===== config.mk =====
export PLATFORM = sky130hd
export DESIGN_NAME = snake_game_top
export DESIGN_NICKNAME = d
export VERILOG_FILES = /design/src/hw/snake_pkg.sv /design/src/hw/turn_input.sv /design/src/hw/game_control.sv /design/src/hw/snake_body.sv /design/src/hw/fruit_placer.sv /design/src/hw/snake_game_top.sv
export VERILOG_INCLUDE_DIRS = /design/src /design/src/hw
export SDC_FILE = /design/constraint.sdc
export NUM_CORES = 1
export LEC_CHECK = 0
export BUFFER_PORTS_ARGS = -buffer_cell sky130_fd_sc_hd__buf_2
export CAP_MARGIN = 20
export CORE_MARGIN = 4
export CORE_UTILIZATION = 30
export CTS_CLUSTER_SIZE = 40
export DETAILED_ROUTE_END_ITERATION = 10
export SLEW_MARGIN = 20
export SYNTH_ARGS = -nofsm -noshare
export SYNTH_HDL_FRONTEND = slang
export SYNTH_HIERARCHICAL = 1
export SYNTH_SLANG_ARGS = --single-unit

===== constraint.sdc =====
create_clock -name clock_25 -period 10.5 [get_ports clock_25]
set_input_delay 2.625 -clock clock_25 [delete_from_list [all_inputs] [get_ports clock_25]]
set_output_delay 2.625 -clock clock_25 [all_outputs]
set_load 0.02 [all_outputs]

===== src/hw/snake_params.svh =====
// Grid size, coordinate and length widths, start positions, score wrap and LFSR seeds
`ifndef SNAKE_PARAMS_SVH
`define SNAKE_PARAMS_SVH

// Playfield in cells
`define SNAKE_GRID_W      124
`define SNAKE_GRID_H      81
`define SNAKE_COORD_BITS  7             // Wide enough for both axes

// Snake length
`define SNAKE_LEN_MAX     16            // Head plus 15 body slots
`define SNAKE_LEN_BITS    5             // Must hold the value 16

// Starting snake, head on the left half of the grid
`define SNAKE_START_X     8
`define SNAKE_START_Y     40
`define SNAKE_START_LEN   6

// Starting fruit, two rows below the head
`define SNAKE_FRUIT_X     8
`define SNAKE_FRUIT_Y     42

// Score counts 0..99 then wraps
`define SNAKE_SCORE_WRAP  99

// Fruit generator seeds, never zero
`define SNAKE_LFSR_SEED_X 7'h1c
`define SNAKE_LFSR_SEED_Y 7'h30

`endif


===== src/hw/snake_pkg.sv =====
// Shared types: grid cell, heading, game state, status word and move enables
`include "snake_params.svh"

package snake_pkg;

    // One grid position, x in the upper half
    typedef struct packed {
        logic [`SNAKE_COORD_BITS-1:0] x;        // Column 0..123
        logic [`SNAKE_COORD_BITS-1:0] y;        // Row 0..80
    } cell_t;

    // Clockwise order, so +1 is a right turn and -1 a left turn
    typedef enum logic [1:0] {
        HEAD_RIGHT = 2'd0,
        HEAD_DOWN  = 2'd1,
        HEAD_LEFT  = 2'd2,
        HEAD_UP    = 2'd3
    } heading_t;

    typedef enum logic [2:0] {
        ST_IDLE  = 3'd0,                        // Snake held at start, waits for a button
        ST_WAIT  = 3'd1,                        // Waits for game_tik
        ST_STEP  = 3'd2,                        // Head moves
        ST_CHECK = 3'd3,                        // Looks for the fruit under the head
        ST_EAT   = 3'd4,                        // Grow, score and first fruit candidate
        ST_PLACE = 3'd5,                        // Retries until the fruit is free
        ST_OVER  = 3'd6                         // Wall or body hit
    } game_state_t;

    // Status seen at the top level
    typedef struct packed {
        game_state_t state;
        heading_t    heading;
    } game_status_t;

    // One-cycle enables from the FSM to the datapath blocks
    typedef struct packed {
        logic init;                             // Reload start values
        logic step;                             // Move the head one cell
        logic grow;                             // Length, score and new fruit
    } move_ctrl_t;

endpackage


===== src/hw/turn_input.sv =====
// Button synchronizers, rising edge detect, pending turn latch and heading register
`timescale 1ns/1ns

module turn_input (
    input  logic                clock_25,
    input  logic                reset,
    input  logic                turn_right,     // Raw button, clockwise
    input  logic                turn_left,      // Raw button, counter-clockwise
    input  logic                init,
    input  logic                step,
    output snake_pkg::heading_t heading,        // Heading used by the move logic
    output logic                start_press     // Any button edge
);

    logic [2:0]          right_sync;            // Two sync flops plus one for edge detect
    logic [2:0]          left_sync;
    logic                right_edge;
    logic                left_edge;
    logic                pend_cw;               // Turn waiting for the next step
    logic                pend_ccw;
    snake_pkg::heading_t heading_q;
    snake_pkg::heading_t heading_turned;        // Heading with the pending turn applied

    // Bit 0 and 1 synchronize, bit 2 holds the previous synchronized level
    always_ff @(posedge clock_25 or negedge reset) begin
        if (!reset) begin
            right_sync <= '0;
            left_sync  <= '0;
        end else begin
            right_sync <= {right_sync[1:0], turn_right};
            left_sync  <= {left_sync[1:0], turn_left};
        end
    end

    assign right_edge  = right_sync[1] & ~right_sync[2];  // High for one cycle per press
    assign left_edge   = left_sync[1] & ~left_sync[2];
    assign start_press = right_edge | left_edge;

    // Latest press wins, both at once cancel
    always_ff @(posedge clock_25 or negedge reset) begin
        if (!reset) begin
            pend_cw  <= 1'b0;
            pend_ccw <= 1'b0;
        end else if (init) begin                // Start press never turns the snake
            pend_cw  <= 1'b0;
            pend_ccw <= 1'b0;
        end else if (right_edge || left_edge) begin
            pend_cw  <= right_edge & ~left_edge;
            pend_ccw <= left_edge & ~right_edge;
        end else if (step) begin                // Turn consumed by this move
            pend_cw  <= 1'b0;
            pend_ccw <= 1'b0;
        end
    end

    // Rotate by one quarter in the clockwise enum order
    always_comb begin
        heading_turned = heading_q;
        if (pend_cw)
            heading_turned = snake_pkg::heading_t'(heading_q + 2'd1);
        else if (pend_ccw)
            heading_turned = snake_pkg::heading_t'(heading_q - 2'd1);
    end

    always_ff @(posedge clock_25 or negedge reset) begin
        if (!reset)
            heading_q <= snake_pkg::HEAD_RIGHT;  // Game always starts moving right
        else if (init)
            heading_q <= snake_pkg::HEAD_RIGHT;
        else if (step)
            heading_q <= heading_turned;        // Commit the turn with the move
    end

    // During step the move already sees the turned heading
    assign heading = step ? heading_turned : heading_q;

endmodule


===== src/hw/game_control.sv =====
// Game FSM sequencing start, step, fruit check, eat, fruit placement and game over
`timescale 1ns/1ns

module game_control (
    input  logic                   clock_25,
    input  logic                   reset,
    input  logic                   game_tik,     // One-cycle move tick
    input  logic                   start_press,  // Button edge from turn_input
    input  logic                   hit_next,     // Next move would collide
    input  logic                   fruit_eaten,  // Head on the fruit
    input  logic                   fruit_valid,  // Fruit inside grid and off the snake
    output snake_pkg::move_ctrl_t  move_ctrl,
    output snake_pkg::game_state_t state
);

    snake_pkg::game_state_t state_q;
    snake_pkg::game_state_t state_d;

    always_ff @(posedge clock_25 or negedge reset) begin
        if (!reset)
            state_q <= snake_pkg::ST_IDLE;
        else
            state_q <= state_d;
    end

    // Next state
    always_comb begin
        state_d = state_q;                      // Hold by default
        case (state_q)
            snake_pkg::ST_IDLE: begin
                if (start_press)
                    state_d = snake_pkg::ST_WAIT;
            end
            snake_pkg::ST_WAIT: begin
                if (game_tik)                   // Ticks elsewhere are dropped
                    state_d = snake_pkg::ST_STEP;
            end
            snake_pkg::ST_STEP: begin
                if (hit_next)
                    state_d = snake_pkg::ST_OVER;  // Head stays put
                else
                    state_d = snake_pkg::ST_CHECK;
            end
            snake_pkg::ST_CHECK: begin
                if (fruit_eaten)
                    state_d = snake_pkg::ST_EAT;
                else
                    state_d = snake_pkg::ST_WAIT;
            end
            snake_pkg::ST_EAT: begin
                state_d = snake_pkg::ST_PLACE;  // First candidate loaded here
            end
            snake_pkg::ST_PLACE: begin
                if (fruit_valid)
                    state_d = snake_pkg::ST_WAIT;  // One retry per cycle until then
            end
            snake_pkg::ST_OVER: begin
                if (start_press)
                    state_d = snake_pkg::ST_IDLE;
            end
            default: state_d = snake_pkg::ST_IDLE;  // Unused encoding
        endcase
    end

    // Moore enables, decoded from the state register only
    always_comb begin
        move_ctrl = '0;
        case (state_q)
            snake_pkg::ST_IDLE: move_ctrl.init = 1'b1;  // Keep the board at start
            snake_pkg::ST_OVER: move_ctrl.init = 1'b1;
            snake_pkg::ST_STEP: move_ctrl.step = 1'b1;
            snake_pkg::ST_EAT:  move_ctrl.grow = 1'b1;
            default:            move_ctrl = '0;
        endcase
    end

    assign state = state_q;

endmodule


===== src/hw/snake_body.sv =====
// Head and body registers, next head, wall and self collision, snake length
`timescale 1ns/1ns
`include "snake_params.svh"

module snake_body (
    input  logic                        clock_25,
    input  logic                        reset,
    input  snake_pkg::move_ctrl_t       move_ctrl,
    input  snake_pkg::heading_t         heading,
    output snake_pkg::cell_t            head,
    output snake_pkg::cell_t            body [`SNAKE_LEN_MAX-1],  // Slot 0 is next to the head
    output logic [`SNAKE_LEN_BITS-1:0]  length,                   // Head included
    output logic                        hit_next
);

    localparam int CW         = `SNAKE_COORD_BITS;
    localparam int LB         = `SNAKE_LEN_BITS;
    localparam int BODY_SLOTS = `SNAKE_LEN_MAX - 1;

    localparam logic [CW-1:0] X_LAST = CW'(`SNAKE_GRID_W - 1);   // Rightmost column
    localparam logic [CW-1:0] Y_LAST = CW'(`SNAKE_GRID_H - 1);   // Bottom row
    localparam logic [LB-1:0] LEN_FULL  = LB'(`SNAKE_LEN_MAX);
    localparam logic [LB-1:0] LEN_START = LB'(`SNAKE_START_LEN);
    localparam snake_pkg::cell_t START_HEAD = '{x: CW'(`SNAKE_START_X), y: CW'(`SNAKE_START_Y)};

    snake_pkg::cell_t next_head;
    logic             hit_wall;
    logic             hit_self;
    logic             do_move;

    // Candidate head one cell along the heading
    always_comb begin
        next_head = head;
        hit_wall  = 1'b0;
        case (heading)
            snake_pkg::HEAD_RIGHT: begin
                next_head.x = head.x + 1'b1;
                hit_wall    = (head.x == X_LAST);
            end
            snake_pkg::HEAD_DOWN: begin
                next_head.y = head.y + 1'b1;    // Rows count downwards
                hit_wall    = (head.y == Y_LAST);
            end
            snake_pkg::HEAD_LEFT: begin
                next_head.x = head.x - 1'b1;
                hit_wall    = (head.x == '0);
            end
            default: begin                      // Up
                next_head.y = head.y - 1'b1;
                hit_wall    = (head.y == '0);
            end
        endcase
    end

    // Only the length-1 active slots count as body
    always_comb begin
        hit_self = 1'b0;
        for (int i = 0; i < BODY_SLOTS; i++) begin
            if ((i < int'(length) - 1) && (body[i] == next_head))
                hit_self = 1'b1;
        end
    end

    assign hit_next = hit_wall | hit_self;
    assign do_move  = move_ctrl.step & ~hit_next;  // Blocked move leaves the snake frozen

    always_ff @(posedge clock_25 or negedge reset) begin
        if (!reset) begin
            head   <= START_HEAD;
            length <= LEN_START;
        end else if (move_ctrl.init) begin
            head   <= START_HEAD;
            length <= LEN_START;
        end else begin
            if (do_move)
                head <= next_head;
            if (move_ctrl.grow && (length != LEN_FULL))  // Saturate at 16
                length <= length + 1'b1;
        end
    end

    // Body shift register, the old tail stays behind for growth
    always_ff @(posedge clock_25) begin
        if (move_ctrl.init) begin
            for (int i = 0; i < BODY_SLOTS; i++) begin
                if (i < `SNAKE_START_LEN - 1)
                    body[i] <= '{x: CW'(`SNAKE_START_X - 1 - i), y: CW'(`SNAKE_START_Y)};
                else
                    body[i] <= '1;              // Off-grid marker
            end
        end else if (do_move) begin
            body[0] <= head;
            for (int i = 1; i < BODY_SLOTS; i++)
                body[i] <= body[i-1];
        end
    end

endmodule


===== src/hw/fruit_placer.sv =====
// Fruit LFSRs, fruit register with retry, fruit validity and eaten checks, score
`timescale 1ns/1ns
`include "snake_params.svh"

module fruit_placer (
    input  logic                        clock_25,
    input  logic                        reset,
    input  snake_pkg::move_ctrl_t       move_ctrl,
    input  snake_pkg::cell_t            head,
    input  snake_pkg::cell_t            body [`SNAKE_LEN_MAX-1],
    input  logic [`SNAKE_LEN_BITS-1:0]  length,
    output snake_pkg::cell_t            fruit,
    output logic [6:0]                  score,        // 0..99
    output logic                        fruit_eaten,
    output logic                        fruit_valid
);

    localparam int CW = `SNAKE_COORD_BITS;
    localparam logic [CW-1:0] TAPS_X = 7'h41;       // x^7 + x^6 + 1
    localparam logic [CW-1:0] TAPS_Y = 7'h09;       // x^7 + x^3 + 1
    localparam logic [6:0]    SCORE_LAST = 7'(`SNAKE_SCORE_WRAP);
    localparam snake_pkg::cell_t START_FRUIT = '{x: CW'(`SNAKE_FRUIT_X), y: CW'(`SNAKE_FRUIT_Y)};

    logic [CW-1:0]    lfsr_x;
    logic [CW-1:0]    lfsr_y;
    snake_pkg::cell_t candidate;
    logic             placing;                      // Between grow and a valid fruit
    logic             on_snake;

    // Galois step, maximal length so zero is never reached
    function automatic logic [CW-1:0] lfsr_next(input logic [CW-1:0] s,
                                                 input logic [CW-1:0] taps);
        lfsr_next = {s[CW-2:0], 1'b0} ^ (s[CW-1] ? taps : '0);
    endfunction

    // Free running, the sample time gives the randomness
    always_ff @(posedge clock_25 or negedge reset) begin
        if (!reset) begin
            lfsr_x <= `SNAKE_LFSR_SEED_X;
            lfsr_y <= `SNAKE_LFSR_SEED_Y;
        end else begin
            lfsr_x <= lfsr_next(lfsr_x, TAPS_X);
            lfsr_y <= lfsr_next(lfsr_y, TAPS_Y);
        end
    end

    assign candidate = '{x: lfsr_x, y: lfsr_y};

    // Fruit must sit inside the grid and on no active snake cell
    always_comb begin
        on_snake = (fruit == head);
        for (int i = 0; i < `SNAKE_LEN_MAX - 1; i++) begin
            if ((i < int'(length) - 1) && (body[i] == fruit))
                on_snake = 1'b1;
        end
        fruit_valid = (fruit.x < CW'(`SNAKE_GRID_W)) && (fruit.y < CW'(`SNAKE_GRID_H))
                      && !on_snake;
    end

    assign fruit_eaten = (fruit == head);

    always_ff @(posedge clock_25 or negedge reset) begin
        if (!reset) begin
            fruit   <= START_FRUIT;
            score   <= '0;
            placing <= 1'b0;
        end else if (move_ctrl.init) begin
            fruit   <= START_FRUIT;
            score   <= '0;
            placing <= 1'b0;
        end else if (move_ctrl.grow) begin
            fruit   <= candidate;                   // First try
            score   <= (score == SCORE_LAST) ? 7'd0 : score + 7'd1;
            placing <= 1'b1;
        end else if (placing) begin
            if (fruit_valid)
                placing <= 1'b0;                    // FSM leaves place this cycle
            else
                fruit <= candidate;                 // Retry with the next draw
        end
    end

endmodule


===== src/hw/snake_game_top.sv =====
// Snake game top level connecting input, control, body and fruit blocks
`timescale 1ns/1ns
`include "snake_params.svh"

module snake_game_top (
    input  logic                        clock_25,
    input  logic                        reset,
    input  logic                        game_tik,
    input  logic                        turn_right,
    input  logic                        turn_left,
    output snake_pkg::cell_t            head,
    output snake_pkg::cell_t            fruit,
    output logic [`SNAKE_LEN_BITS-1:0]  length,
    output logic [6:0]                  score,
    output snake_pkg::game_status_t     status
);

    snake_pkg::move_ctrl_t  move_ctrl;      // Enables from the FSM
    snake_pkg::heading_t    heading;
    snake_pkg::game_state_t state;
    snake_pkg::cell_t       body [`SNAKE_LEN_MAX-1];
    logic                   start_press;
    logic                   hit_next;
    logic                   fruit_eaten;
    logic                   fruit_valid;

    turn_input u_turn_input (
        .clock_25    (clock_25),
        .reset       (reset),
        .turn_right  (turn_right),
        .turn_left   (turn_left),
        .init        (move_ctrl.init),
        .step        (move_ctrl.step),
        .heading     (heading),
        .start_press (start_press)
    );

    game_control u_game_control (
        .clock_25    (clock_25),
        .reset       (reset),
        .game_tik    (game_tik),
        .start_press (start_press),
        .hit_next    (hit_next),
        .fruit_eaten (fruit_eaten),
        .fruit_valid (fruit_valid),
        .move_ctrl   (move_ctrl),
        .state       (state)
    );

    snake_body u_snake_body (
        .clock_25  (clock_25),
        .reset     (reset),
        .move_ctrl (move_ctrl),
        .heading   (heading),
        .head      (head),
        .body      (body),
        .length    (length),
        .hit_next  (hit_next)
    );

    fruit_placer u_fruit_placer (
        .clock_25    (clock_25),
        .reset       (reset),
        .move_ctrl   (move_ctrl),
        .head        (head),
        .body        (body),
        .length      (length),
        .fruit       (fruit),
        .score       (score),
        .fruit_eaten (fruit_eaten),
        .fruit_valid (fruit_valid)
    );

    assign status = '{state: state, heading: heading};  // Heading is the one the move uses

endmodule


==> run metrics <==
Initial Utilization a little under a third; leading area contributor after synthesis dfxtp_1; diode count 0; hold_buf cts 0; dpl ws roughly 2300 ps; GR peak layer met2; FMAX 0.1172 GHz; switching portion of total power 22.03%; Worst path slowest cell a2111oi_1; TNS Setup 0 ps; vias in the first global route about 17,000; final setup vio count 0; VDD IR max between 0.00008 and 0.00009 V; outcome finished, final reports clean; RSZ-0062 raised after global routing no; syn avg cell area 8.174 um2; CTS tree yes; first-pass GRT wire length 117,500 um; Area Growth Syn to Fin 9.260%; leak pwr 9.623 nW; largest net degree at the start of global routing 223; worst clock skew roughly 21 ps; Hold WC Path Type reg -> reg; Psw 0.0005124 W; die height 263.0 um; Final WS setup approximately 2000 ps; Tmin final 8533 ps; top cells by area, synth dfxtp_1, xor2_1, nand3_1; Flop pwr share 45.7%; die area 69,180 um2; drt total wl 79,400 um; sequential fraction of the synthesis area 30.36%; Most used DFF post-synth dfxtp_1; remaining routing DRC violations 0; CTS resizes 0; DP Wirelength 50,680 um; H-tree depth 2; CP Max Fanout 69; cts bufs inserted 35; Hold Vio Cnt, Final 0; clock power share 53.9%; M3 GR Usage 6.318%; post-synthesis cell area 19,510 um2; routed via count 19,050; startpoint type of the worst setup path flip-flop; Root Driver clkbuf_16; clock latency on the worst-skew pair between 500 and 600 ps; Synth top cells by count nand3_1, xor2_1, o21ai_0, dfxtp_1, xnor2_1; period utilization between 80% and 90%; Core Rows 93; fin nets 2,317; clk buf depth 3; Reg clk slew, reported paths 60 ps; P_int 0.001813 W; share of the synthesized area in the top cell type a little over a fifth; met2 track demand over resource 31.84%; Relative slew margins between 6 and 7%; Synth warnings 6; Logic pwr share 0.4%; fin. max-slew vios 0; Chip Width between 200 and 300 um; Syn Nets 2,406; M1 GR Usage just under 30%; Post-DRT Antenna Nets 0; critical path class reg -> reg; WP data required 10,980 ps; endpoint type of the worst setup path flip-flop; EDFF count, synth 0; drt pass-1 iters 5; initial antenna violation count 1; total gr overflow 0; Critical Path Most Common Cell buf_4; synth unique cells 101; drt wl/cell roughly 25 um; Routability Congestion 0.9896; Synth Register Bits 278; port bufs 49; worst slew pin tran 1404 ps; core area 64,460 um2; CP arrival 9010 ps; cell with the most instances after synthesis nand3_1; io pins 50; Vias/cell 5.991; layout cells sized above 1 9.552%; DR iter-0 viols about 2,700; critical path, cell by cell nor3b_1 > and3_1 > a31oi_2 > xnor2_2 > buf_4 > nand2b_1 > clkinv_1 > fa_1 > and2_1 > nor2_1 > xnor2_1 > nand3_1 > a2111oi_0 > o2111a_1 > a2111oi_1 > o211a_4 > buf_4 > nand4_1 > a21oi_1; GRT Total Usage 21.68%; CP peak stage delay approximately 900 ps; max cap viols 0; postcts setup bufs 0; clock sink total 278; synthesized instance count 2,387; PD cells 109.1 nW/um2; fraction of registers with async set/reset 24.46%
## layout make-up
type | instances | area, um2
Clock inverter | 12 | 158.9
Tap cell | 855 | 1070
Multi-Input combinational cell | 1851 | 12360
Fill cell | 6835 | 43150
Sequential cell | 278 | 5924
Clock buffer | 51 | 1017
Timing Repair Buffer | 103 | 678.2
Inverter | 29 | 111.4
## kinds of logic (layout without fill, tap and decap cells)
| group | Yosys count | in the layout | share of synthesized area, % |
|---|---|---|---|
| AOI/OAI and AO/OA | 513 | 513 | 16.18 |
| xor gates and xnor gates | 461 | 461 | 21.04 |
| adders and majority gates | 15 | 15 | 0.9876 |
| buffers and inverters | 258 | 195 | 6.644 |
| DFF | 278 | 278 | 30.36 |
| muxes | 34 | 34 | 2.071 |
| and+or+nand+nor | 828 | 828 | 22.72 |
## layout by cell type (no fill, tap or decap), types with 8 or more instances in the layout
cell type and n:
nand3_1 399, xor2_1 285, o21ai_0 244, dfxtp_1 210, xnor2_1 167, a21oi_1 92
nor2_1 80, nor4_1 68, nand2_1 55, buf_4 53, dfrtp_1 53, buf_2 48
nand4_1 45, clkbuf_16 36, nor3_1 34, nand2b_1 31, inv_1 26, mux2i_1 24
nor2b_1 18, a31oi_1 16, and3_1 15, o211ai_1 14, dfstp_2 14, o21ai_1 13
ha_1 13, or4_1 12, or3_1 12, a2111oi_0 10, o2111ai_1 10, clkbuf_1 9
nand3b_1 9, o21a_1 9, o31ai_1 9, a22oi_1 9, o22ai_1 8, nor3b_1 8
## path summary, 6_finish.rpt
path                            slack (ps)                       start                    endpoint  cells after the start
worst max-delay path                  1970     u_game_control/state[1]       u_snake_body/head[13]                     19
worst min-delay path                   350  u_turn_input/right_sync[0]  u_turn_input/right_sync[1]                      0
worst max register to register        1970     u_game_control/state[1]       u_snake_body/head[13]                     19
worst min register to register         350  u_turn_input/right_sync[0]  u_turn_input/right_sync[1]                      0
max in group asynchronous             7610                       reset        u_snake_body/head[1]                      1
min in group asynchronous             2200                       reset     u_fruit_placer/score[3]                      1
## worst max-delay path: cells and delay by family, from the launching register on
family                   cells  cell delay, ps
adder cells (fa/ha/maj)      1             860
buffers and inverters        3            1410
AND/OR/NAND/NOR              7            3080
AO/OA/AOI/OAI                6            2070
XOR/XNOR                     2             370
flip-flops                   1             530
## power by group through the flow
stage / Sequential (W) / Clock, W / Combinational (W)
after floorplan: 0.00108 / 0 / 0.00000235
after global placement: 0.00108 / 0 / 0.00000936
after detailed placement: 0.00108 / 0 / 0.00000950
after CTS: 0.00106 / 0.00127 / 0.00000951
after global routing: 0.00106 / 0.00131 / 0.0000106
final: 0.00106 / 0.00125 / 0.00000911
## sequential cells by signal, summed over array words and instances, names as in the netlist
signal and flops:
u_snake_body/body 210, u_fruit_placer/fruit 14, u_snake_body/head 14, u_fruit_placer/lfsr_x 7, u_fruit_placer/lfsr_y 7, u_fruit_placer/score 7, u_snake_body/length 5, u_game_control/state 3
u_turn_input/left_sync 3, u_turn_input/right_sync 3, u_turn_input/heading_q 2, u_fruit_placer/placing 1, u_turn_input/pend_ccw 1, u_turn_input/pend_cw 1
## through the flow
stage	std cells	power [W]	area, um2	util [%]	hold WS (ps)
2_1_floorplan	2387	0.001087	19510	-	331.2
4_1_cts	3179	0.002340	21320	33.07	349.0
6_report	3179	0.002325	21320	33.07	345.6
3_3_place_gp	3116	0.001094	20130	31.23	335.1
5_1_grt	3179	0.002383	21320	33.07	367.5
3_5_place_dp	3116	0.001094	20140	31.24	336.4
## per-layer routing
| metal | vias up | share of wire (%) | wire length [um] |
|---|---|---|---|
| met5 | - | 0.014 | 11 |
| met3 | 217 | 12 | 9289 |
| li1 | 8373 | - | - |
| met4 | 2 | 4.7 | 3707 |
| met2 | 1182 | 42 | 33620 |
| met1 | 9271 | 41 | 32770 |
Note: power is estimated with default switching activity, not from simulation.
